### config.mk
export PLATFORM = sky130hd
export DESIGN_NAME = execute
export DESIGN_NICKNAME = d
export VERILOG_FILES = /design/src/source/cpuPkg.sv /design/src/source/execute.sv
export SDC_FILE = /design/constraint.sdc
export NUM_CORES = 1
export LEC_CHECK = 0
export CORE_ASPECT_RATIO = 0.7
export CORE_MARGIN = 4
export CORE_UTILIZATION = 35
export DETAILED_ROUTE_END_ITERATION = 10
export DONT_BUFFER_PORTS = 1
export GPL_TIMING_DRIVEN = 1
export SKIP_CTS_REPAIR_TIMING = 1
export SYNTH_ARGS = -nofsm -noshare
export SYNTH_HDL_FRONTEND = slang
export SYNTH_SLANG_ARGS = --single-unit
### constraint.sdc
create_clock -name clk -period 6.3 [get_ports clk]
set_input_delay 0.63 -clock clk [delete_from_list [all_inputs] [get_ports clk]]
set_output_delay 0.63 -clock clk [all_outputs]
set_load 0.01 [all_outputs]
### src/source/cpuPkg.sv
`default_nettype none

package cpuPkg;

	// Datapath sizes
	localparam int dataWidth = 16;
	localparam int regAddrWidth = 4;
	localparam int imemDepth = 256;
	localparam int dmemDepth = 256;
	localparam int imemAddrWidth = $clog2(imemDepth);
	localparam int dmemAddrWidth = $clog2(dmemDepth);

	// Opcode 0011 has no instruction, so this word flows as a no-op
	localparam logic [dataWidth-1:0] nopWord = 16'h3000;

	// Forwarding selects for the execute operands
	localparam logic [1:0] fwdReg = 2'd0;
	localparam logic [1:0] fwdWb = 2'd1;
	localparam logic [1:0] fwdMem = 2'd2;

	// Gaps in the encoding decode as no-ops
	typedef enum logic [3:0] {
		ADD = 4'b0000,
		SUB = 4'b0001,
		XOR = 4'b0010,
		SLL = 4'b0100,
		SRA = 4'b0101,
		LW = 4'b1000,
		SW = 4'b1001,
		LLB = 4'b1010,
		B = 4'b1100,
		BR = 4'b1101,
		PCS = 4'b1110,
		HLT = 4'b1111
	} opcodeT;

	// Branch condition in bits 11 to 9
	typedef enum logic [2:0] {
		NE, EQ, GT, LT, GE, LE, OV, ALWAYS
	} condT;

	// Writeback source
	typedef enum logic [1:0] {
		fromAlu, fromMem, fromImm, fromPcs
	} dataSrcT;

	typedef struct packed {
		logic n;
		logic v;
		logic z;
	} flagsT;

	typedef struct packed {
		logic regWrite;
		logic memRead;
		logic memWrite;
		logic aluSrcImm;
		logic setsFlags;
		logic halt;
		dataSrcT dataSrc;
	} ctrlT;

	typedef struct packed {
		logic [dataWidth-1:0] instr;
		logic [dataWidth-1:0] pcNext;
	} ifIdT;

	typedef struct packed {
		ctrlT ctrl;
		opcodeT op;
		logic [regAddrWidth-1:0] rd;
		logic [regAddrWidth-1:0] rs;
		logic [regAddrWidth-1:0] rt;
		logic [dataWidth-1:0] rsData;
		logic [dataWidth-1:0] rtData;
		logic [dataWidth-1:0] imm;
		logic [dataWidth-1:0] pcNext;
	} idExT;

	typedef struct packed {
		ctrlT ctrl;
		logic [regAddrWidth-1:0] rd;
		logic [dataWidth-1:0] aluOut;
		logic [dataWidth-1:0] storeData;
		logic [dataWidth-1:0] imm;
		logic [dataWidth-1:0] pcNext;
	} exMemT;

	typedef struct packed {
		ctrlT ctrl;
		logic [regAddrWidth-1:0] rd;
		logic [dataWidth-1:0] aluOut;
		logic [dataWidth-1:0] memOut;
		logic [dataWidth-1:0] imm;
		logic [dataWidth-1:0] pcNext;
	} memWbT;

	// Register write as seen from outside
	typedef struct packed {
		logic en;
		logic [regAddrWidth-1:0] rd;
		logic [dataWidth-1:0] data;
	} wbEventT;

endpackage

`default_nettype wire

### src/source/execute.sv
`default_nettype none
`timescale 1ns/100ps

module execute (
	input logic clk,
	input logic arstN,
	input cpuPkg::idExT idEx,
	input logic [1:0] forwardA,
	input logic [1:0] forwardB,
	input logic [cpuPkg::dataWidth-1:0] memAlu,
	input logic [cpuPkg::dataWidth-1:0] wbData,
	output cpuPkg::flagsT flags,
	output cpuPkg::exMemT exMem
);

	logic [cpuPkg::dataWidth-1:0] opA, regB, opB, result;
	logic overflow;

	// Operand source
	function automatic logic [cpuPkg::dataWidth-1:0] fwdMux(input logic [1:0] sel,
		input logic [cpuPkg::dataWidth-1:0] regVal);
		case (sel)
			cpuPkg::fwdMem: return memAlu;
			cpuPkg::fwdWb: return wbData;
			default: return regVal;
		endcase
	endfunction

	assign opA = fwdMux(forwardA, idEx.rsData);
	// Also the store data of SW
	assign regB = fwdMux(forwardB, idEx.rtData);
	assign opB = idEx.ctrl.aluSrcImm ? idEx.imm : regB;

	// ALU
	always_comb begin
		overflow = 1'b0;
		case (idEx.op)
			cpuPkg::ADD: begin
				result = opA + opB;
				overflow = (opA[15] == opB[15]) && (result[15] != opA[15]);
			end
			cpuPkg::SUB: begin
				result = opA - opB;
				overflow = (opA[15] != opB[15]) && (result[15] != opA[15]);
			end
			cpuPkg::XOR: result = opA ^ opB;
			cpuPkg::SLL: result = opA << opB[3:0];
			cpuPkg::SRA: result = $signed(opA) >>> opB[3:0];
			// LW and SW address
			default: result = opA + opB;
		endcase
	end

	// Flags written only by flag-setting ops
	always_ff @(posedge clk or negedge arstN) begin
		if (!arstN) begin
			flags <= '0;
		end else if (idEx.ctrl.setsFlags) begin
			flags <= '{n: result[15], v: overflow, z: result == '0};
		end
	end

	assign exMem = '{ctrl: idEx.ctrl, rd: idEx.rd, aluOut: result, storeData: regB,
		imm: idEx.imm, pcNext: idEx.pcNext};

endmodule

`default_nettype wire

==> results.cfg <==
[place]
port-buffer-count = 0
placedInstanceArea_mm2 = 0.00465
globalplace.congestion = 1.00
dp.final_hpwl_mm = 15.2

[sta]
max_slew_margin = 0.386
maxClockFrequency_mhz = 174
final_worst_path_period_share = 0.915
timing.final.setup_violations = 0
finalSetupTns_ns = 0
final-hold-violation-count = 0
hold_ws_ns = 0.104
fin_worst_skew_ns = 0
worst_slew_pin_slew_ns = 0.912
final_period_minus_worst_setup_slack_ns = 5.76
unrepaired_setup_endpoints_after_global_routing = no
slew_viol_final = 0

[route]
postRouteAntennaNets = 0
route.met3.wl_mm = 2.23
via_to_cell_ratio = 6.44
post-route-drc-count = 0
routedWlPerCell_um = 21.8
vias = 5573
topRoutingLayerUsed = met4
routed_wirelength_mm = 18.9
detailedRoute.firstPassIterationCount = 6
met1_wl_mm = 8.34
detailroute.wirelength.met2_mm = 7.72
dr.first_iter.drc_count = 813

[floorplanning]
floorplan.io_pins = 205
rows = 35
die_x_um = 148
core_mm2 = 0.0133
fp.dieArea_mm2 = 0.0158
start_util = 0.363
die_height_um = 106

[synth]
synth_enable_flop_cells = 0
mappedNetlistArea_mm2 = 0.00483
postSynth.topFlopCell = dfrtp_1
synth-seq-cells = 3
syn-num-nets = 915
postSynth.asyncResetShare = 1.00
postSynthCellCount = 751
synth.lib_cells_used.distinct = 74
ys.warnings.count = 0
synth-seq-area-share = 0.0156
postSynthAreaPerCell_um2 = 6.43

[grt]
initial_antenna_violation_count = 0
vias_in_the_first_global_route = 4990
gr-usage-all-layers = 0.227
grt_max_degree = 38
grt_first_pass_wirelength_mm = 29.1
grt-ovfl-total = 0

[critical_path]
cp_slowest_cell = ha_1
critical_path.cell_chain = inv_1, ha_1, buf_4, a21oi_1, o21ai_0, ha_1, nor2b_1, o21bai_1, o311a_4, a311oi_4, o31ai_2, a21oi_1, o21bai_1, mux2_2, o32a_1
cp-end-kind = output port
cp_top_family = compound AO/OA/AOI/OAI gates
crit_fanout = 26
setup.worst_path.start_class = input port
worst_path_largest_cell_delay_ns = 0.81
critPathKind = in -> out
worst-path-buf-inv = 2
worst-endpoint-required_ns = 5.67
cp_data_arrival_time_ns = 5.13

[finish]
drive_gt1_frac = 0.0749
regMostFlops = flags
antenna_cells = 0
largest_register_ffs = 3
layout.cell_area.non_filler_mm2 = 0.00472
biggestRegsByFlops = flags (3)
mostFrequentLayoutCell = nand2_1
finalNetCount = 846
final.fill_count = 1480
most-common-layout-cells = nand2_1, nor2_1, inv_1
syn2layout_area_growth_pct = -2.13
post-route-util = 0.355

[clock_tree]
clock_path_buffers = 2
clkSlewWorstSetupHoldPaths_ns = 0.03
tritoncts = done
cts_root_buffer = clkbuf_16
worstSkewPairLatency_ns = 0.22
tritoncts.num_buffers = 3
ctsHtreeMaxLevel = 1
clock_sink_count = 3

[hold_path]
worst_hold_path_type = in -> async

[run_status]
run_status = finished, final reports clean

[pwr]
powerDensity_mw_per_mm2 = 187
p_leak_uw = 0.00198
vdd_ir_drop_max_mv = 0.0595

[job]
max_cap_viols = 0
## kinds of logic after synthesis
kind of cell / Yosys count / synth area share
AO/OA/AOI/OAI: 258 / 0.367
buffers and inverters: 151 / 0.161
flip-flops: 3 / 0.0156
XOR/XNOR: 5 / 0.00907
AND/OR/NAND/NOR: 246 / 0.234
multiplexers: 50 / 0.112
adder cells (fa/ha/maj): 38 / 0.102
## metal layers
metal / GRT usage / up-vias
li1: - / 2561
met1: 0.331 / 2557
met2: 0.331 / 406
met3: 0.0567 / 49
met4: 0.0534 / 0
met5: 0 / -
## final cells by class
class	count	area, µm²	area share
well taps	185	231	0.0490
repair buffers	20	150	0.0318
inverters	57	214	0.0453
clock buffers	4	78.8	0.0167
flip-flops and latches	3	75.1	0.0159
multi-input cells	597	3980	0.841
## final timing paths
check / start / to / slack, ns / depth (start not counted)
worst max-delay path: forwardB[0] / exMem[63] / 0.54 / 15
worst min-delay path: arstN / flags[2]$_DFFE_PN0P_ / 0.10 / 0
worst max register to register: flags[2]$_DFFE_PN0P_ / flags[2]$_DFFE_PN0P_ / 5.51 / 1
worst min register to register: flags[0]$_DFFE_PN0P_ / flags[0]$_DFFE_PN0P_ / 0.57 / 2
max in group asynchronous: arstN / flags[1]$_DFFE_PN0P_ / 6.13 / 0
min in group clk: idEx[83] / flags[1]$_DFFE_PN0P_ / 0.51 / 1
## cell usage after synthesis (all sizes together) (4+ instances only)
library cell | number | area [µm²]
a211oi | 18 | 140
a21o | 8 | 60.1
a21oi | 49 | 245
a221o | 5 | 50.1
a22oi | 34 | 255
a31oi | 14 | 87.6
and2 | 5 | 31.3
buf | 73 | 484
clkbuf | 21 | 78.8
ha | 36 | 450
inv | 56 | 210
mux2 | 16 | 184
mux2i | 33 | 334
nand2 | 80 | 300
nand2b | 14 | 87.6
nand3 | 15 | 75.1
nand4 | 7 | 43.8
nor2 | 72 | 270
nor2b | 7 | 43.8
nor3 | 23 | 115
nor3b | 4 | 30.0
nor4 | 5 | 31.3
o2111ai | 4 | 35.0
o211ai | 9 | 67.6
o21a | 8 | 60.1
o21ai | 59 | 295
o221ai | 4 | 47.6
o22ai | 7 | 50.1
o31ai | 4 | 35.0
o41ai | 5 | 51.3
or3 | 6 | 42.5
xnor2 | 5 | 43.8
## metrics by stage
stage | instances | setup WS, ns | power, µW
3_5_place_dp | 862 | 0.695 | 761
2_1_floorplan | 751 | 1.08 | 604
5_1_grt | 866 | 0.242 | 950
6_report | 866 | 0.538 | 883
4_1_cts | 866 | 0.687 | 865
3_3_place_gp | 862 | 0.771 | 763
## power breakdown
part / internal [µW] / switching [µW] / leakage (µW) / total (µW)
registers: 22.1 / 2.94 / 0.0000382 / 25.0
clock network: 83.5 / 17.1 / 0.0000382 / 101
logic: 268 / 490 / 0.00190 / 757
No activity file was read; power rests on OpenSTA's default activity.
