===== config.mk =====
export PLATFORM = sky130hd
export DESIGN_NAME = decode
export DESIGN_NICKNAME = d
export VERILOG_FILES = /design/src/source/cpuPkg.sv /design/src/source/decode.sv
export SDC_FILE = /design/constraint.sdc
export NUM_CORES = 1
export LEC_CHECK = 0
export BUFFER_PORTS_ARGS = -buffer_cell sky130_fd_sc_hd__buf_2
export CORE_UTILIZATION = 55
export DETAILED_ROUTE_END_ITERATION = 10
export PLACE_DENSITY = 0.77
export SYNTH_ARGS = -nofsm -noshare
export SYNTH_HDL_FRONTEND = slang
export SYNTH_SLANG_ARGS = --single-unit

===== constraint.sdc =====
create_clock -name clk -period 4.5 [get_ports clk]
set_clock_uncertainty 0.1 [all_clocks]
set_input_delay 0.225 -clock clk [delete_from_list [all_inputs] [get_ports clk]]
set_output_delay 0.225 -clock clk [all_outputs]
set_load 0.02 [all_outputs]

===== src/source/cpuPkg.sv =====
`default_nettype none

package cpuPkg;

	// Datapath sizes
	localparam int dataWidth = 16;
	localparam int regAddrWidth = 4;
	localparam int imemDepth = 256;
	localparam int dmemDepth = 256;
	localparam int imemAddrWidth = $clog2(imemDepth);
	localparam int dmemAddrWidth = $clog2(dmemDepth);

	// Opcode 0011 has no instruction, so this word flows as a no-op
	localparam logic [dataWidth-1:0] nopWord = 16'h3000;

	// Forwarding selects for the execute operands
	localparam logic [1:0] fwdReg = 2'd0;
	localparam logic [1:0] fwdWb = 2'd1;
	localparam logic [1:0] fwdMem = 2'd2;

	// Gaps in the encoding decode as no-ops
	typedef enum logic [3:0] {
		ADD = 4'b0000,
		SUB = 4'b0001,
		XOR = 4'b0010,
		SLL = 4'b0100,
		SRA = 4'b0101,
		LW = 4'b1000,
		SW = 4'b1001,
		LLB = 4'b1010,
		B = 4'b1100,
		BR = 4'b1101,
		PCS = 4'b1110,
		HLT = 4'b1111
	} opcodeT;

	// Branch condition in bits 11 to 9
	typedef enum logic [2:0] {
		NE, EQ, GT, LT, GE, LE, OV, ALWAYS
	} condT;

	// Writeback source
	typedef enum logic [1:0] {
		fromAlu, fromMem, fromImm, fromPcs
	} dataSrcT;

	typedef struct packed {
		logic n;
		logic v;
		logic z;
	} flagsT;

	typedef struct packed {
		logic regWrite;
		logic memRead;
		logic memWrite;
		logic aluSrcImm;
		logic setsFlags;
		logic halt;
		dataSrcT dataSrc;
	} ctrlT;

	typedef struct packed {
		logic [dataWidth-1:0] instr;
		logic [dataWidth-1:0] pcNext;
	} ifIdT;

	typedef struct packed {
		ctrlT ctrl;
		opcodeT op;
		logic [regAddrWidth-1:0] rd;
		logic [regAddrWidth-1:0] rs;
		logic [regAddrWidth-1:0] rt;
		logic [dataWidth-1:0] rsData;
		logic [dataWidth-1:0] rtData;
		logic [dataWidth-1:0] imm;
		logic [dataWidth-1:0] pcNext;
	} idExT;

	typedef struct packed {
		ctrlT ctrl;
		logic [regAddrWidth-1:0] rd;
		logic [dataWidth-1:0] aluOut;
		logic [dataWidth-1:0] storeData;
		logic [dataWidth-1:0] imm;
		logic [dataWidth-1:0] pcNext;
	} exMemT;

	typedef struct packed {
		ctrlT ctrl;
		logic [regAddrWidth-1:0] rd;
		logic [dataWidth-1:0] aluOut;
		logic [dataWidth-1:0] memOut;
		logic [dataWidth-1:0] imm;
		logic [dataWidth-1:0] pcNext;
	} memWbT;

	// Register write as seen from outside
	typedef struct packed {
		logic en;
		logic [regAddrWidth-1:0] rd;
		logic [dataWidth-1:0] data;
	} wbEventT;

endpackage

`default_nettype wire


===== src/source/decode.sv =====
`default_nettype none
`timescale 1ns/100ps

module decode (
	input logic clk,
	input logic arstN,
	input cpuPkg::ifIdT ifId,
	input cpuPkg::flagsT flags,
	input cpuPkg::wbEventT wbEvent,
	output cpuPkg::idExT idEx,
	output logic branchTaken,
	output logic [cpuPkg::dataWidth-1:0] branchTarget
);

	cpuPkg::opcodeT op;
	cpuPkg::ctrlT ctrl;
	logic [cpuPkg::regAddrWidth-1:0] rd, rs, rtSel;
	logic [cpuPkg::dataWidth-1:0] rsData, rtData, imm;
	logic [cpuPkg::dataWidth-1:0] regFile [2**cpuPkg::regAddrWidth];
	logic condOk;

	// Condition code against N, V, Z
	function automatic logic condTest(input cpuPkg::condT c, input cpuPkg::flagsT f);
		case (c)
			cpuPkg::NE: return !f.z;
			cpuPkg::EQ: return f.z;
			cpuPkg::GT: return !f.z && !f.n;
			cpuPkg::LT: return f.n;
			cpuPkg::GE: return !f.n;
			cpuPkg::LE: return f.n || f.z;
			cpuPkg::OV: return f.v;
			default: return 1'b1;
		endcase
	endfunction

	assign op = cpuPkg::opcodeT'(ifId.instr[15:12]);
	assign rd = ifId.instr[11:8];
	assign rs = ifId.instr[7:4];
	assign rtSel = (op == cpuPkg::SW) ? rd : ifId.instr[3:0];

	// Control word, unused opcodes stay all zero
	always_comb begin
		ctrl = '0;
		ctrl.dataSrc = cpuPkg::fromAlu;
		case (op)
			cpuPkg::ADD, cpuPkg::SUB, cpuPkg::XOR: begin
				ctrl.regWrite = 1'b1;
				ctrl.setsFlags = 1'b1;
			end
			cpuPkg::SLL, cpuPkg::SRA: begin
				ctrl.regWrite = 1'b1;
				ctrl.setsFlags = 1'b1;
				ctrl.aluSrcImm = 1'b1;
			end
			cpuPkg::LW: begin
				ctrl.regWrite = 1'b1;
				ctrl.memRead = 1'b1;
				ctrl.aluSrcImm = 1'b1;
				ctrl.dataSrc = cpuPkg::fromMem;
			end
			cpuPkg::SW: begin
				ctrl.memWrite = 1'b1;
				ctrl.aluSrcImm = 1'b1;
			end
			cpuPkg::LLB: begin
				ctrl.regWrite = 1'b1;
				ctrl.dataSrc = cpuPkg::fromImm;
			end
			cpuPkg::PCS: begin
				ctrl.regWrite = 1'b1;
				ctrl.dataSrc = cpuPkg::fromPcs;
			end
			cpuPkg::HLT: ctrl.halt = 1'b1;
			default: ctrl = '0;
		endcase
	end

	// Immediate by opcode
	always_comb begin
		case (op)
			// Shift amount is unsigned
			cpuPkg::SLL, cpuPkg::SRA: imm = {12'b0, ifId.instr[3:0]};
			cpuPkg::LW, cpuPkg::SW: imm = {{12{ifId.instr[3]}}, ifId.instr[3:0]};
			cpuPkg::LLB: imm = {{8{ifId.instr[7]}}, ifId.instr[7:0]};
			// Word offset of B
			default: imm = {{7{ifId.instr[8]}}, ifId.instr[8:0]};
		endcase
	end

	// Register file
	always_ff @(posedge clk or negedge arstN) begin
		if (!arstN) begin
			for (int i = 0; i < 2**cpuPkg::regAddrWidth; i++) regFile[i] <= '0;
		end else if (wbEvent.en) begin
			regFile[wbEvent.rd] <= wbEvent.data;
		end
	end

	// Write-through reads
	assign rsData = (wbEvent.en && wbEvent.rd == rs) ? wbEvent.data : regFile[rs];
	assign rtData = (wbEvent.en && wbEvent.rd == rtSel) ? wbEvent.data : regFile[rtSel];

	// Branch resolution
	assign condOk = condTest(cpuPkg::condT'(ifId.instr[11:9]), flags);
	assign branchTaken = (op == cpuPkg::B || op == cpuPkg::BR) && condOk;
	assign branchTarget = (op == cpuPkg::BR) ? rsData : ifId.pcNext + imm;

	assign idEx = '{ctrl: ctrl, op: op, rd: rd, rs: rs, rt: rtSel, rsData: rsData,
		rtData: rtData, imm: imm, pcNext: ifId.pcNext};

endmodule

`default_nettype wire


==> results of run 1 <==
==> power by group <==
part           internal (mW)  total (mW)  switching, mW  leakage [nW]
sequential              2.82        3.23          0.411          3.18
combinational           1.10        2.19           1.09          4.06
clock                   1.43        2.34          0.913         0.458
==> stage by stage <==
step / area (sq um) / utilization (%) / total power [mW]
2_1_floorplan: 15300 / - / 4.74
3_3_place_gp: 16200 / 59.5 / 5.29
3_5_place_dp: 16200 / 59.5 / 5.40
4_1_cts: 17200 / 63.4 / 7.75
5_1_grt: 17200 / 63.5 / 8.09
6_report: 17200 / 63.5 / 7.77
==> per-layer routing <==
layer / part of all wire (%) / routed length (microns) / GRT usage (%) / vias to the layer above
met5: 0.022 / 10 / 0 / -
met4: 4.3 / 1920 / 13.7 / 2
met3: 9.0 / 4010 / 5.12 / 137
met2: 48 / 21300 / 51.7 / 713
met1: 39 / 17300 / 41.2 / 5942
li1: - / - / - / 5052
==> area by class of cell <==
| cell class | instances | area share, % |
|---|---|---|
| Antenna cell | 1 | 0.0145 |
| Multi-Input combinational cell | 887 | 46.7 |
| Clock inverter | 10 | 0.900 |
| Sequential cell | 256 | 37.1 |
| Tap cell | 372 | 2.70 |
| Timing Repair Buffer | 212 | 7.39 |
| Clock buffer | 36 | 4.52 |
| Inverter | 29 | 0.631 |
==> worst paths after layout <==
| path | slack (ns) | endpoint | cells past startpoint |
|---|---|---|---|
| hold reg to reg | 0.41 | regFile[251] | 2 |
| setup / recovery | 0.65 | branchTarget[15] | 12 |
| max in group asynchronous | 2.98 | regFile[74] | 3 |
| setup reg to reg | 3.60 | regFile[74] | 1 |
| min in group asynchronous | 0.29 | regFile[35] | 2 |
| hold / removal | 0.01 | regFile[45] | 2 |
==> logic make-up (layout without fill, tap and decap cells) <==
kind of cell / Yosys count / after routing / share of synthesized area, %
flops: 256 / 256 / 41.8
buf+inv: 178 / 287 / 5.90
other cells: 0 / 1 / 0
xor+xnor: 24 / 24 / 1.42
simple gates: 214 / 214 / 5.88
compound gates: 261 / 261 / 10.9
fa+ha+maj: 17 / 17 / 1.44
mux: 371 / 371 / 32.7
==> repair_timing <==
action                                  in CTS  in global routing
endpoints found under the setup margin       0                  0
hold buffers                                15                  0
endpoints found under the hold margin      253                  0
==> cells in the final DEF (no fill, tap or decap), drive strengths merged, types with 5 or more instances in the layout <==
cell type,instances
dfrtp,256
mux2,225
buf,197
nand2,135
o21ai,125
mux4,80
mux2i,66
nor2,42
clkbuf,36
a22oi,32
o221ai,32
a21oi,31
inv,29
a222oi,16
ha,16
dlygate4sd3,15
xnor2,13
xor2,11
nand2b,7
a21o,7
nand3,6
nor3,5
==> impl_metrics.env, run 1 <==
export IMPL_top_register="regFile"
export IMPL_ant_nets=0
export IMPL_portBuffers=162
export IMPL_cts_setup_buffers=0
export IMPL_grt_max_degree=136
export IMPL_vias_per_cell=6.57
export IMPL_synth_warnings=0
export IMPL_power_density_mw_per_mm2=450
export IMPL_ir_drop_mv=0.264
export IMPL_slew_headroom_pct=8.11
export IMPL_regArea_sq_mm=0.00641
export IMPL_async_flop_share_pct=100
export IMPL_gp_congestion=0.881
export IMPL_grt_overflow_total=0
export IMPL_ys_seq_elements=256
export IMPL_hold_viol_final=0
export IMPL_ys_seq_area_share_pct=41.8
export IMPL_holdWs_ns=0.0150
export IMPL_path_cells="buf_2 > nor3b_1 > a21o_1 > a22o_1 > ha_1 > a21oi_1 > inv_1 > o41ai_1 > o31ai_1 > xor2_1 > o21ai_0 > buf_2"
export IMPL_maxCapViolCount=0
export IMPL_synthCells=1321
export IMPL_die_area_sq_mm=0.0286
export IMPL_cts_tree="yes"
export IMPL_grt_first_pass_wirelength_microns=68200
export IMPL_min_from="wbEvent[13]"
export IMPL_syn_area_sq_mm=0.0153
export IMPL_synth_edf_count=0
export IMPL_syn_nets=1396
export IMPL_timing_fmax_mhz=260
export IMPL_vias=11846
export IMPL_grtUsageTotal_pct=31.4
export IMPL_drive_gt1_share_pct=39.6
export IMPL_avgSynthCellArea_sq_um=11.6
export IMPL_largest_registers="regFile x256"
export IMPL_multi_input_area_sq_mm=0.00805
export IMPL_synth_most_common_cell="dfrtp_1"
export IMPL_wl_per_cell_microns=24.7
export IMPL_fin_nets=1487
export IMPL_critPathKind="primary input to primary output"
export IMPL_start_util_pct=56.4
export IMPL_startpoint_type="primary input"
export IMPL_setup_ws_ns=0.649
export IMPL_setup_violations=0
export IMPL_outcome="complete, no violations"
export IMPL_clockRootBuffer="clkbuf_16"
export IMPL_die_h_microns=169
export IMPL_pin_count=163
export IMPL_rsz0062_at_grt="no"
export IMPL_wirelength_microns=44500
export IMPL_antenna_found_initial=2
export IMPL_clockBufferDepth=3
export IMPL_worstMarginPinSlew_ns=1.37
export IMPL_dp_cells=1741
export IMPL_cts_resized_gates=0
export IMPL_final_fill_count=2059
export IMPL_critPathCaptureType="primary output"
export IMPL_report_final_slew_viol_count=0
export IMPL_cp_num_buf_inv=3
export IMPL_num_rows=60
export IMPL_slowest_delay_ns=0.74
export IMPL_cts_inserted_buffers=26
export IMPL_synthFlopType="dfrtp_1"
export IMPL_crit_path_start="ifId[30]"
export IMPL_path_clk_slew_ns=0.06
export IMPL_dp_hpwl_microns=28200
export IMPL_setup_tns_ns=0
export IMPL_fin_cells=1803
export IMPL_yosysTopAreaCellShare_pct=41.8
export IMPL_cts_sinks=256
export IMPL_crit_arrival_ns=3.53
export IMPL_rr_startpoint="regFile[74]"
export IMPL_first_global_vias=11841
export IMPL_clkLatencyLatePin_ns=0.52
export IMPL_yosysUniqueCellTypes=55
export IMPL_min_path_type="primary input to flip-flop"
export IMPL_path_max_fanout=15
export IMPL_drc_errors=0
export IMPL_largest_reg_flops=256
export IMPL_die_w_microns=169
export IMPL_pre_cts_slack_ns=0.633
export IMPL_drtIter0Drc=1219
export IMPL_area_growth_pct=12.5
export IMPL_synth_top_area_cell="dfrtp_1"
export IMPL_power_leakage_nw=7.70
export IMPL_htreeDepth=1
export IMPL_coreArea_sq_mm=0.0272
export IMPL_cp_slowest_cell="o41ai_1"
export IMPL_dr_pass1_iters=5
export IMPL_synthTopCellsByCount="256 x dfrtp_1, 224 x mux2_2, 135 x nand2_1"
export IMPL_critical_path_top_delay_family="compound AO/OA/AOI/OAI gates"
export IMPL_period_minus_slack_ns=3.85
export IMPL_synthTopCellsByArea="dfrtp_1 42%, mux2_2 16%, mux4_2 12%, mux2i_1 4.2%, o21ai_0 3.7%"
export IMPL_post_route_period_util_pct=85.6
export IMPL_critPathMostFrequentCell="buf_2"
export IMPL_crit_required_ns=4.18
(Power assumes the default switching activity.)
==> run 2: changes to the inputs <==
--- a/config.mk
+++ b/config.mk
@@ -9,6 +9,7 @@
 export CORE_UTILIZATION = 55
 export DETAILED_ROUTE_END_ITERATION = 10
 export PLACE_DENSITY = 0.77
+export RECOVER_POWER = 50
 export SYNTH_ARGS = -nofsm -noshare
 export SYNTH_HDL_FRONTEND = slang
 export SYNTH_SLANG_ARGS = --single-unit
==> impl_metrics.env, run 2 (same netlist as run 1, synthesis figures left out) <==
export IMPL_die_area_sq_mm=0.0286
export IMPL_path_cells="clkbuf_1 > o21ai_0 > a22o_1 > ha_1 > a21oi_1 > inv_1 > o41ai_1 > o31ai_1 > xor2_1 > o21ai_0 > buf_2"
export IMPL_min_from="wbEvent[13]"
export IMPL_cts_tree="yes"
export IMPL_outcome="finished with violations"
export IMPL_top_register="regFile"
export IMPL_rsz0062_at_grt="no"
export IMPL_grt_max_degree=136
export IMPL_violations="capacitance limit, slew limit"
export IMPL_clockBufferDepth=3
export IMPL_cp_slowest_cell="o41ai_1"
export IMPL_slew_headroom_pct=-125
export IMPL_coreArea_sq_mm=0.0272
export IMPL_antenna_found_initial=1
export IMPL_fin_nets=1487
export IMPL_ir_drop_mv=0.261
export IMPL_maxCapViolCount=9
export IMPL_setup_violations=0
export IMPL_startpoint_type="primary input"
export IMPL_report_final_slew_viol_count=319
export IMPL_largest_registers="regFile x256"
export IMPL_die_w_microns=169
export IMPL_critical_path_top_delay_family="compound AO/OA/AOI/OAI gates"
export IMPL_layout_cells_most_common="dfrtp_1"
export IMPL_r2r_end="regFile[189]"
export IMPL_num_antenna_cells=0
export IMPL_wirelength_microns=44400
export IMPL_num_rows=60
export IMPL_die_h_microns=169
export IMPL_hold_viol_final=0
export IMPL_critPathKind="primary input to primary output"
export IMPL_ant_nets=0
export IMPL_vias_per_cell=6.56
export IMPL_worstMarginPinSlew_ns=3.38
export IMPL_drive_gt1_share_pct=36.3
export IMPL_start_util_pct=56.4
export IMPL_final_area_sq_mm=0.0171
export IMPL_cts_setup_buffers=0
export IMPL_cp_num_buf_inv=3
export IMPL_hold_end="regFile[45]"
export IMPL_setup_tns_ns=0
export IMPL_dp_cells=1741
export IMPL_r2r_setup_slack_ns=3.59
export IMPL_power_leakage_nw=7.56
export IMPL_portBuffers=162
export IMPL_mostFrequentLayoutCells="256 x dfrtp_1, 224 x mux2_2, 135 x nand2_1, 125 x buf_2, 122 x o21ai_0"
export IMPL_grt_first_pass_wirelength_microns=68200
export IMPL_cts_hold_buf=15
export IMPL_crit_required_ns=4.18
export IMPL_largest_reg_flops=256
export IMPL_first_global_vias=11841
export IMPL_htreeDepth=1
export IMPL_crit_arrival_ns=3.72
export IMPL_timing_fmax_mhz=248
export IMPL_area_growth_pct=11.8
export IMPL_wl_per_cell_microns=24.7
export IMPL_rr_worst_depth=2
export IMPL_drtIter0Drc=1179
export IMPL_post_route_period_util_pct=89.8
export IMPL_path_clk_slew_ns=0.06
export IMPL_gp_congestion=0.881
export IMPL_critPathCaptureType="primary output"
export IMPL_vias=11830
export IMPL_min_path_type="primary input to flip-flop"
export IMPL_critPathMostFrequentCell="o21ai_0"
export IMPL_clockRootBuffer="clkbuf_16"
export IMPL_fin_cells=1802
export IMPL_rr_startpoint="regFile[189]"
export IMPL_dr_pass1_iters=8
export IMPL_dp_hpwl_microns=28200
export IMPL_drc_errors=0
export IMPL_cts_inserted_buffers=26
export IMPL_power_density_mw_per_mm2=452
export IMPL_slowest_delay_ns=0.74
export IMPL_clkLatencyLatePin_ns=0.52
export IMPL_min_path_cells=2
export IMPL_grtUsageTotal_pct=31.4
export IMPL_grt_overflow_total=0
export IMPL_cts_sinks=256
export IMPL_period_minus_slack_ns=4.04
export IMPL_cts_resized_gates=0
export IMPL_placed_area_sq_mm=0.0162
export IMPL_path_max_fanout=15
export IMPL_pin_count=163
==> run 2: layout make-up <==
type	instances	area, sq um
clock inverters	10	155
well taps	372	465
multi-input cells	887	8050
inverters	29	109
fillers	2096	10000
clock buffers	36	779
repair buffers	212	1190
flip-flops and latches	256	6410
==> run 2: power by group <==
group / leakage [nW] / switching (mW) / internal (mW)
combinational: 3.92 / 1.09 / 1.09
sequential: 3.18 / 0.407 / 2.82
clock: 0.458 / 0.907 / 1.43
total: 7.56 / 2.41 / 5.34
==> run 2: worst max-delay path by stage <==
| stage | start | slack [ns] | cells past startpoint | end |
|---|---|---|---|---|
| final | ifId[30] | 0.46 | 11 | branchTarget[15] |
| after global routing | ifId[30] | 0.21 | 11 | branchTarget[15] |
| after CTS | ifId[30] | 0.64 | 10 | idEx[39] |
| after detailed placement | ifId[30] | 0.63 | 10 | idEx[39] |
| after global placement | ifId[30] | 0.72 | 10 | idEx[39] |
| after floorplan | ifId[23] | 0.27 | 12 | branchTarget[14] |
==> run 2: worst register-to-register path, delay by kind of cell, from the launching register on <==
family,cells,cell delay [ns]
DFF,1,0.41
AOI/OAI and AO/OA,1,0.13
and+or+nand+nor,1,0.07
==> run 2: metrics by stage <==
| stage | setup slack [ns] | hold slack [ns] | utilization [%] | power [mW] |
|---|---|---|---|---|
| 2_1_floorplan | 0.266 | -0.171 | - | 4.74 |
| 3_3_place_gp | 0.715 | 0.319 | 59.5 | 5.29 |
| 5_1_grt | 0.208 | 0.0383 | 63.1 | 8.09 |
| 4_1_cts | 0.640 | 0.00536 | 63.4 | 7.75 |
| 6_report | 0.460 | 0.0202 | 63.1 | 7.75 |
| 3_5_place_dp | 0.633 | 0.317 | 59.5 | 5.40 |
==> run 2: per-layer routing <==
metal / vias up / part of all wire (%) / wire, microns / global-route usage, %
li1: 5038 / - / - / -
met5: - / 0.025 / 11 / 0
met1: 5943 / 39 / 17300 / 41.2
met4: 2 / 4.3 / 1920 / 13.7
met3: 142 / 8.9 / 3950 / 5.12
met2: 705 / 48 / 21300 / 51.7
