`config.mk`:
```
export PLATFORM = sky130hd
export DESIGN_NAME = fetch
export DESIGN_NICKNAME = d
export VERILOG_FILES = /design/src/source/cpuPkg.sv /design/src/source/fetch.sv
export SDC_FILE = /design/constraint.sdc
export NUM_CORES = 1
export LEC_CHECK = 0
export BUFFER_PORTS_ARGS = -buffer_cell sky130_fd_sc_hd__buf_2
export CAP_MARGIN = 20
export CORE_UTILIZATION = 30
export DETAILED_ROUTE_END_ITERATION = 8
export GPL_TIMING_DRIVEN = 1
export HOLD_SLACK_MARGIN = 0.05
export SYNTH_ARGS = -nofsm -noshare
export SYNTH_HDL_FRONTEND = slang
export SYNTH_SLANG_ARGS = --single-unit
```
`constraint.sdc`:
```
create_clock -name clk -period 3.5 [get_ports clk]
set_clock_uncertainty 0.05 [all_clocks]
set_input_delay 0.7 -clock clk [delete_from_list [all_inputs] [get_ports clk]]
set_output_delay 0.7 -clock clk [all_outputs]
set_load 0.01 [all_outputs]
```
`src/program.hex`:
```
// One instruction word per line, address 0 first
// Fields: opcode rd rs rt, B uses cond in bits 11..9 and a 9-bit offset
A105 // 00 LLB r1, 0x05
A203 // 01 LLB r2, 0x03
0312 // 02 ADD r3, r1, r2
1431 // 03 SUB r4, r3, r1
2543 // 04 XOR r5, r4, r3
4652 // 05 SLL r6, r5, 2
5761 // 06 SRA r7, r6, 1
A880 // 07 LLB r8, 0x80
5983 // 08 SRA r9, r8, 3
AA10 // 09 LLB r10, 0x10
97A2 // 0A SW r7, 2(r10)
8BA2 // 0B LW r11, 2(r10)
0CB1 // 0C ADD r12, r11, r1
1D11 // 0D SUB r13, r1, r1
C201 // 0E B EQ +1
AE77 // 0F LLB r14, 0x77 skipped
AE11 // 10 LLB r14, 0x11
C001 // 11 B NE +1 not taken
AF22 // 12 LLB r15, 0x22
A001 // 13 LLB r0, 0x01
400E // 14 SLL r0, r0, 14
0000 // 15 ADD r0, r0, r0
CC01 // 16 B OV +1
AD55 // 17 LLB r13, 0x55 skipped
E300 // 18 PCS r3
A404 // 19 LLB r4, 0x04
0334 // 1A ADD r3, r3, r4
DE30 // 1B BR ALWAYS r3
A266 // 1C LLB r2, 0x66 skipped
A244 // 1D LLB r2, 0x44
F000 // 1E HLT

```
`src/source/cpuPkg.sv`:
```
`default_nettype none

package cpuPkg;

	// Datapath sizes
	localparam int dataWidth = 16;
	localparam int regAddrWidth = 4;
	localparam int imemDepth = 256;
	localparam int dmemDepth = 256;
	localparam int imemAddrWidth = $clog2(imemDepth);
	localparam int dmemAddrWidth = $clog2(dmemDepth);

	// Opcode 0011 has no instruction, so this word flows as a no-op
	localparam logic [dataWidth-1:0] nopWord = 16'h3000;

	// Forwarding selects for the execute operands
	localparam logic [1:0] fwdReg = 2'd0;
	localparam logic [1:0] fwdWb = 2'd1;
	localparam logic [1:0] fwdMem = 2'd2;

	// Gaps in the encoding decode as no-ops
	typedef enum logic [3:0] {
		ADD = 4'b0000,
		SUB = 4'b0001,
		XOR = 4'b0010,
		SLL = 4'b0100,
		SRA = 4'b0101,
		LW = 4'b1000,
		SW = 4'b1001,
		LLB = 4'b1010,
		B = 4'b1100,
		BR = 4'b1101,
		PCS = 4'b1110,
		HLT = 4'b1111
	} opcodeT;

	// Branch condition in bits 11 to 9
	typedef enum logic [2:0] {
		NE, EQ, GT, LT, GE, LE, OV, ALWAYS
	} condT;

	// Writeback source
	typedef enum logic [1:0] {
		fromAlu, fromMem, fromImm, fromPcs
	} dataSrcT;

	typedef struct packed {
		logic n;
		logic v;
		logic z;
	} flagsT;

	typedef struct packed {
		logic regWrite;
		logic memRead;
		logic memWrite;
		logic aluSrcImm;
		logic setsFlags;
		logic halt;
		dataSrcT dataSrc;
	} ctrlT;

	typedef struct packed {
		logic [dataWidth-1:0] instr;
		logic [dataWidth-1:0] pcNext;
	} ifIdT;

	typedef struct packed {
		ctrlT ctrl;
		opcodeT op;
		logic [regAddrWidth-1:0] rd;
		logic [regAddrWidth-1:0] rs;
		logic [regAddrWidth-1:0] rt;
		logic [dataWidth-1:0] rsData;
		logic [dataWidth-1:0] rtData;
		logic [dataWidth-1:0] imm;
		logic [dataWidth-1:0] pcNext;
	} idExT;

	typedef struct packed {
		ctrlT ctrl;
		logic [regAddrWidth-1:0] rd;
		logic [dataWidth-1:0] aluOut;
		logic [dataWidth-1:0] storeData;
		logic [dataWidth-1:0] imm;
		logic [dataWidth-1:0] pcNext;
	} exMemT;

	typedef struct packed {
		ctrlT ctrl;
		logic [regAddrWidth-1:0] rd;
		logic [dataWidth-1:0] aluOut;
		logic [dataWidth-1:0] memOut;
		logic [dataWidth-1:0] imm;
		logic [dataWidth-1:0] pcNext;
	} memWbT;

	// Register write as seen from outside
	typedef struct packed {
		logic en;
		logic [regAddrWidth-1:0] rd;
		logic [dataWidth-1:0] data;
	} wbEventT;

endpackage

`default_nettype wire

```
`src/source/fetch.sv`:
```
`default_nettype none
`timescale 1ns/100ps

module fetch (
	input logic clk,
	input logic arstN,
	input logic stall,
	input logic branchTaken,
	input logic [cpuPkg::dataWidth-1:0] branchTarget,
	output logic [cpuPkg::dataWidth-1:0] pc,
	output logic [cpuPkg::dataWidth-1:0] instr,
	output logic [cpuPkg::dataWidth-1:0] pcNext
);

	logic [cpuPkg::dataWidth-1:0] imem [cpuPkg::imemDepth];
	logic [cpuPkg::dataWidth-1:0] pcUpdate;
	logic isHalt;

	// Program image
	initial begin
		$readmemh("/design/src/program.hex", imem);
	end

	// Word addressed on the low pc bits
	assign instr = imem[pc[cpuPkg::imemAddrWidth-1:0]];
	assign pcNext = pc + cpuPkg::dataWidth'(1);
	assign isHalt = instr[15:12] == cpuPkg::HLT;

	// Taken branch beats both stall and HLT
	always_comb begin
		if (branchTaken) begin
			pcUpdate = branchTarget;
		end else if (stall || isHalt) begin
			pcUpdate = pc;
		end else begin
			pcUpdate = pcNext;
		end
	end

	always_ff @(posedge clk or negedge arstN) begin
		if (!arstN) begin
			pc <= '0;
		end else begin
			pc <= pcUpdate;
		end
	end

endmodule

`default_nettype wire

```
==> flow_metrics.py, run 1 <==
metrics = {
    "power": {
        "internal-power_uw": 303,
        "p_clk_frac": 0.198,
        "power_frac_seq": 0.511,
        "vdd_drop_max_v": 0.000179,
        "comb_power_share": 0.291,
        "power_density_nw_per_um2": 362,
        "p_switching_uw": 152,
        "p_total_uw": 455,
        "swShare": 0.334,
        "power.leakage_nw": 0.622,
    },
    "floorplan": {
        "die-area_um2": 3570,
        "start_util": 0.323,
        "fp-row-count": 20,
        "design.core.area_um2": 3100,
        "die_y_um": 59.8,
        "die_w_um": 59.8,
        "boundaryPins": 68,
    },
    "finish": {
        "area_growth_pct": 25.5,
        "reg_top3": "pc x16",
        "drive_gt1_frac": 0.459,
        "fin_cells": 192,
        "largest_reg_flops": 16,
        "nets": 171,
        "fill_cells": 328,
        "final_area_um2": 1260,
        "regMostFlops": "pc",
        "num_antenna_cells": 0,
    },
    "logic_synthesis": {
        "async_reset_ff_frac": 1.00,
        "yosysTopAreaCell": "dfrtp_1",
        "synth_cells": 98,
        "synth_area_um2": 1000,
        "synth_top_area_frac": 0.400,
        "synth_area_per_cell_um2": 10.2,
        "ys.warnings.count": 0,
        "synth.area.top_cells": "dfrtp_1 40%, mux2_2 13%, buf_4 12%",
        "synth.ff_latch_count": 16,
        "ys_seq_area_frac": 0.400,
        "synth-edff-count": 0,
        "synth_ff_type": "dfrtp_1",
        "yosysUniqueCellTypes": 20,
        "synthTopCellsByCount": "16 x buf_4, 16 x dfrtp_1, 12 x mux2_2, 9 x xor2_1, 8 x nand2_1",
    },
    "sta": {
        "fin_crit_ps": 2630,
        "fin_setup_tns_ps": 0,
        "rsz0062_at_grt": "no",
        "maxSlewViolCount": 0,
        "hold_viol": 0,
        "setup_viol": 0,
        "holdWs_ps": 279,
        "timing.final.crit_share": 0.752,
        "max_clock_freq_ghz": 0.380,
    },
    "drt": {
        "drc": 0,
        "wl_um": 2210,
        "drtIter0Drc": 8,
        "viasPerCell": 4.37,
        "postRouteAntennaNets": 0,
        "first_pass_iters": 2,
        "vias": 839,
        "routedWlPerCell_um": 11.5,
    },
    "setup_path": {
        "critPathKind": "reg2out",
        "crit_slowest_cell": "dfrtp_1",
        "cp_max_fo": 6,
        "crit_path_start_kind": "register",
        "cpLargestDelayFamily": "simple AND/OR/NAND/NOR gates",
        "max_stage_delay_ps": 460,
        "worstPathArrival_ps": 1880,
        "cp.required_ps": 2750,
        "cp-end-kind": "output port",
        "path_buf_inv": 1,
        "worstPathCellList": "ha_1 -> nand4_1 -> nor4_1 -> xor2_1 -> buf_2",
    },
    "clock_network": {
        "clock_sinks": 16,
        "h-tree-depth": 1,
        "cts_setup_buffers": 0,
        "cts-root-to-sink-buffers": 2,
        "cts_resized": 0,
        "clk_pin_slew_ps": 80,
        "worst_skew_pair.late_latency_ps": 270,
        "cts_tree": "done",
        "ctsHoldBuffers": 0,
        "clockRootBuffer": "clkbuf_4",
        "cts_buffers": 3,
    },
    "grt": {
        "grt_pass1_wl_um": 3510,
        "grt_busiest_layer": "met2",
        "grt_usage": 0.133,
        "gr-usage-met2": 0.206,
        "use_met3": 0.0390,
        "grt-ovfl-total": 0,
        "grt_max_degree": 21,
        "antenna_found_initial": 0,
        "grt_pass1_vias": 759,
        "grtUsageMet1": 0.169,
    },
    "status": {
        "status": "completed",
    },
    "placement": {
        "placed_cells": 189,
        "place_area_um2": 1230,
        "place.gp.congestion": 0.681,
        "dpl.hpwl_um": 1700,
        "io_buffers": 50,
    },
    "flow_run": {
        "maxCapViolCount": 0,
    },
    "min_path": {
        "min_path_type": "in2async",
    },
}
==> layout by cell type, fill, tap and decap left out <==
cell / n
nor4_1: 3
buf_2: 50
xnor2_1: 5
nand4_4: 1
ha_1: 1
nor4_2: 1
clkbuf_4: 3
nand4_1: 3
conb_1: 16
nor3_1: 4
dfrtp_1: 16
nand3_1: 4
inv_1: 4
xor2_1: 9
nor2_1: 3
nand2_1: 8
nand3_2: 1
o21ai_0: 4
mux2_2: 12
==> metal layers <==
layer | vias to the layer above | share of wire
met3 | 2 | 0.10
met5 | - | 0
met2 | 48 | 0.45
met1 | 386 | 0.44
met4 | 0 | 0.0054
li1 | 403 | -
==> area by class of cell <==
cell class / count / area [µm²] / share of cell area
Timing Repair Buffer: 50 / 250 / 0.199
Clock buffer: 3 / 22.5 / 0.0179
Multi-Input combinational cell: 75 / 513 / 0.408
Tap cell: 44 / 55.1 / 0.0438
Inverter: 4 / 15.0 / 0.0120
Sequential cell: 16 / 400 / 0.319
==> path summary, 6_finish.rpt <==
kind,start,end,slack [ps],depth (start not counted)
hold / removal,arstN,pc[11],280,1
min in group clk,pc[15],pc[15],510,1
hold reg to reg,pc[15],pc[15],510,1
max in group asynchronous,arstN,pc[12],2860,1
setup reg to reg,pc[2],pc[2],2580,1
setup / recovery,pc[1],pcNext[12],870,5
==> cells by family after synthesis <==
kind of cell	share of synthesized area
fa+ha+maj	0.0125
buf+inv	0.144
xor+xnor	0.123
mux	0.135
compound gates	0.0200
flops	0.400
simple gates	0.163
other cells	0.00375
==> power by group through the flow <==
stage / combinational [mW] / clock [mW] / sequential (mW)
2_1_floorplan: 0.0806 / 0 / 0.240
3_3_place_gp: 0.132 / 0 / 0.234
3_5_place_dp: 0.134 / 0 / 0.236
4_1_cts: 0.134 / 0.0969 / 0.232
5_1_grt: 0.148 / 0.106 / 0.236
6_report: 0.133 / 0.0900 / 0.232
==> through the flow <==
| stage | utilization | worst slack [ps] |
|---|---|---|
| global route | 0.405 | 707 |
| finish | 0.405 | 867 |
| global placement | 0.398 | 1190 |
| CTS | 0.405 | 879 |
| detailed placement | 0.398 | 1200 |
| floorplan | - | 1390 |
(Power assumes the default switching activity.)
==> run 2, diff against run 1 <==
==> constraint.sdc (replaced) <==
create_clock -name clk -period 2.7 [get_ports clk]
set_clock_uncertainty 0.05 [all_clocks]
set_input_delay 0.54 -clock clk [delete_from_list [all_inputs] [get_ports clk]]
set_output_delay 0.54 -clock clk [all_outputs]
set_load 0.01 [all_outputs]
==> run 2 against run 1 <==
Effect of this change:
- critical path depth unchanged
- worst setup slack got worse by 620 ps
- sequential share of layout area unchanged
- clock power increased by 28%
- clock-buffer cell count unchanged
- largest cell class unchanged
==> flow_metrics.py, run 2 (same netlist as run 1, synthesis figures left out) <==
metrics = {
    "placement": {
        "placed_cells": 189,
        "place.gp.congestion": 0.676,
        "place_area_um2": 1230,
        "io_buffers": 50,
        "dpl.hpwl_um": 1660,
        "post-place-ws_ps": 556,
    },
    "floorplan": {
        "die-area_um2": 3570,
        "design.core.area_um2": 3100,
        "boundaryPins": 68,
        "die_y_um": 59.8,
        "die_w_um": 59.8,
        "fp-row-count": 20,
        "start_util": 0.323,
    },
    "drt": {
        "top_layer": "met4",
        "dr_wl_met3_um": 229,
        "postRouteAntennaNets": 0,
        "first_pass_iters": 4,
        "wl_met2_um": 942,
        "routedWlPerCell_um": 11.0,
        "viasPerCell": 4.23,
        "vias": 812,
        "drc": 0,
        "drtIter0Drc": 13,
        "wl_um": 2110,
        "met1_length_um": 923,
    },
    "finish": {
        "drive_gt1_frac": 0.459,
        "fin_cells": 192,
        "nets": 171,
        "layout_commonest_cell": "buf_2",
        "regMostFlops": "pc",
        "area_growth_pct": 25.5,
        "num_antenna_cells": 0,
        "fin_util": 0.405,
        "final_cell_mix": "50 x buf_2, 16 x conb_1, 16 x dfrtp_1",
        "reg_top3": "pc x16",
        "final_area_um2": 1260,
        "largest_reg_flops": 16,
    },
    "clock_network": {
        "cts_setup_buffers": 0,
        "cts_buffers": 3,
        "worst_skew_pair.late_latency_ps": 270,
        "cts-root-to-sink-buffers": 2,
        "clk_pin_slew_ps": 80,
        "cts_tree": "done",
        "clock_sinks": 16,
        "h-tree-depth": 1,
        "ctsHoldBuffers": 0,
        "clockRootBuffer": "clkbuf_4",
        "cts_resized": 0,
    },
    "setup_path": {
        "cp.required_ps": 2110,
        "critPathKind": "reg2out",
        "cp_max_fo": 6,
        "max_stage_delay_ps": 450,
        "r2r_slack_ps": 1790,
        "cp-end-kind": "output port",
        "reg2reg_from": "pc[2]",
        "worstPathCellList": "ha_1 -> nand4_1 -> nor4_1 -> xor2_1 -> buf_2",
        "cpLargestDelayFamily": "simple AND/OR/NAND/NOR gates",
        "path_buf_inv": 1,
        "crit_path_start_kind": "register",
        "crit-reg2reg-capture": "pc[2]",
        "worstPathArrival_ps": 1860,
        "crit_slowest_cell": "dfrtp_1",
        "worst_r2r_path_depth": 1,
    },
    "sta": {
        "rsz0062_at_grt": "no",
        "max_clock_freq_ghz": 0.409,
        "holdWs_ps": 118,
        "maxSlewViolCount": 0,
        "worst_slack_ps": 252,
        "fin_crit_ps": 2450,
        "setup_viol": 0,
        "hold_viol": 0,
        "timing.final.crit_share": 0.907,
        "fin_setup_tns_ps": 0,
    },
    "status": {
        "status": "completed",
    },
    "flow_run": {
        "maxCapViolCount": 0,
    },
    "power": {
        "vdd_drop_max_v": 0.000222,
        "p_total_uw": 586,
        "power.leakage_nw": 0.622,
        "power_density_nw_per_um2": 467,
    },
    "grt": {
        "grt_usage": 0.132,
        "grt_pass1_vias": 781,
        "grt-ovfl-total": 0,
        "antenna_found_initial": 0,
        "grt_max_degree": 21,
        "grt_pass1_wl_um": 3520,
    },
    "min_path": {
        "min_path_type": "in2async",
    },
}
## run 2: cell counts in the layout (fill, tap and decap cells not counted)
No cell type changed its count.
## run 2: worst max path at each step
stage,to,depth (start not counted),start
floorplan,pcNext[12],4,pc[0]
global route,pcNext[12],5,pc[1]
global placement,pcNext[12],5,pc[0]
CTS,pcNext[12],5,pc[0]
detailed placement,pcNext[12],5,pc[1]
finish,pcNext[12],5,pc[1]
## run 2: layout make-up
class,count,area [µm²]
Multi-Input combinational cell,75,513
Timing Repair Buffer,50,250
Tap cell,44,55.1
Inverter,4,15.0
Clock buffer,3,22.5
Sequential cell,16,400
Fill cell,334,1850
## run 2: metal layers
layer | vias up | global-route usage
li1 | 400 | -
met1 | 362 | 0.161
met2 | 48 | 0.210
met3 | 2 | 0.0433
met4 | 0 | 0.0598
met5 | - | 0
## run 2: power by group
group	internal (mW)	switching (mW)
clock	0.0516	0.0636
sequential	0.263	0.0370
combinational	0.0785	0.0926
total	0.393	0.193
==> run 3, diff against run 2 <==
--- a/config.mk
+++ b/config.mk
@@ -7,10 +7,11 @@
 export LEC_CHECK = 0
 export BUFFER_PORTS_ARGS = -buffer_cell sky130_fd_sc_hd__buf_2
 export CAP_MARGIN = 20
-export CORE_UTILIZATION = 30
+export CORE_UTILIZATION = 40
 export DETAILED_ROUTE_END_ITERATION = 8
 export GPL_TIMING_DRIVEN = 1
 export HOLD_SLACK_MARGIN = 0.05
+export PLACE_DENSITY = 0.78
 export SYNTH_ARGS = -nofsm -noshare
 export SYNTH_HDL_FRONTEND = slang
 export SYNTH_SLANG_ARGS = --single-unit
==> run 3 against run 2 <==
Effect of this change:
- first-iteration DRC count up 23%
- worst hold slack worse by 23 ps
- core utilization is 14 points higher
- non-clock buffer count is the same
- critical path depth stayed put
- clock power increased by 40%
- die area fell by 24%
- critical path type unchanged
- critical endpoint unchanged
- final cell count is 7.8% lower
- worst setup slack worse by 18 ps
==> flow_metrics.py, run 3 (same netlist as run 1, synthesis figures left out) <==
metrics = {
    "setup_path": {
        "r2r_slack_ps": 1770,
        "cp.required_ps": 2110,
        "crit_path_start_kind": "register",
        "cp-end-kind": "output port",
        "cp_max_fo": 6,
        "worstPathArrival_ps": 1880,
        "critPathKind": "reg2out",
    },
    "grt": {
        "grt_pass1_vias": 772,
        "grt_max_degree": 21,
        "grt_pass1_wl_um": 3410,
        "grt_usage": 0.172,
        "antenna_found_initial": 0,
        "grt-ovfl-total": 0,
    },
    "finish": {
        "largest_reg_flops": 16,
        "num_antenna_cells": 0,
        "reg_top3": "pc x16",
        "drive_gt1_frac": 0.463,
        "regMostFlops": "pc",
        "nets": 171,
        "layout_commonest_cell": "buf_2",
        "ff_latch_area_um2": 400,
        "final_area_um2": 1250,
        "final_cell_mix": "50 x buf_2, 16 x conb_1, 16 x dfrtp_1",
        "fill_cells": 218,
        "fin_util": 0.549,
        "multi_input_area_um2": 513,
        "area_growth_pct": 24.9,
    },
    "clock_network": {
        "cts_buffers": 3,
        "clock_sinks": 16,
        "cts_tree": "done",
        "h-tree-depth": 1,
        "clockRootBuffer": "clkbuf_4",
        "ctsHoldBuffers": 0,
        "cts-root-to-sink-buffers": 2,
        "cts_setup_buffers": 0,
        "clk_pin_slew_ps": 100,
        "cts_resized": 0,
        "worst_skew_pair.late_latency_ps": 290,
    },
    "sta": {
        "hold_viol": 0,
        "maxSlewViolCount": 0,
        "fin_crit_ps": 2470,
        "max_clock_freq_ghz": 0.406,
        "fin_setup_tns_ps": 0,
        "timing.final.crit_share": 0.913,
        "rsz0062_at_grt": "no",
        "setup_viol": 0,
    },
    "drt": {
        "routedWlPerCell_um": 11.8,
        "vias": 850,
        "drc": 0,
        "viasPerCell": 4.80,
        "wl_um": 2100,
        "drtIter0Drc": 16,
        "postRouteAntennaNets": 0,
        "first_pass_iters": 4,
    },
    "placement": {
        "place_area_um2": 1210,
        "place.gp.congestion": 0.797,
        "io_buffers": 50,
        "dpl.hpwl_um": 1630,
    },
    "min_path": {
        "min_path_type": "in2async",
    },
    "floorplan": {
        "start_util": 0.440,
        "design.core.area_um2": 2280,
        "fp-row-count": 17,
        "die-area_um2": 2710,
        "die_w_um": 52.0,
        "boundaryPins": 68,
        "die_y_um": 52.0,
    },
    "power": {
        "power_density_nw_per_um2": 506,
        "p_total_uw": 632,
        "power.leakage_nw": 0.629,
        "vdd_drop_max_v": 0.000327,
    },
    "status": {
        "status": "completed",
    },
    "flow_run": {
        "maxCapViolCount": 0,
    },
}
[run 3: area by class of cell]
cell class / count / share of cell area
Timing Repair Buffer: 50 / 0.200
Clock buffer: 4 / 0.0290
Tap cell: 28 / 0.0280
Inverter: 4 / 0.0120
Sequential cell: 16 / 0.320
Multi-Input combinational cell: 75 / 0.410
[run 3: report_power, final]
part | switching (mW) | total [mW] | internal [mW] | leakage [nW]
clock network | 0.0792 | 0.161 | 0.0822 | 0.0210
logic | 0.0920 | 0.170 | 0.0784 | 0.419
registers | 0.0379 | 0.301 | 0.263 | 0.189
[run 3: routing by layer]
metal / up-vias / track usage / wire, µm
met5: - / 0 / 0
met4: 0 / 0.0856 / 27
met3: 4 / 0.0351 / 188
met2: 48 / 0.282 / 1020
met1: 394 / 0.212 / 859
li1: 404 / - / -
[run 3: critical path, cell delays in order, from the launching register on]
cell and delay (ps):
dfrtp_1 450, ha_1 240, nand4_1 270, nor4_1 300, xor2_1 180, buf_2 150
[run 3: final timing paths]
kind,depth (start not counted),from,end
worst max-delay path,5,pc[1],pcNext[12]
worst min-delay path,1,arstN,pc[3]
worst max register to register,1,pc[2],pc[2]
worst min register to register,1,pc[15],pc[15]
max in group asynchronous,1,arstN,pc[13]
min in group clk,3,branchTarget[11],pc[11]
[run 3: metrics by stage]
step / hold slack, ps / setup WS, ps / instances
finish: 94.8 / 234 / 177
global route: 98.4 / 65.8 / 177
CTS: 101 / 216 / 177
detailed placement: 428 / 549 / 173
global placement: 417 / 577 / 173
floorplan: 194 / 747 / 113
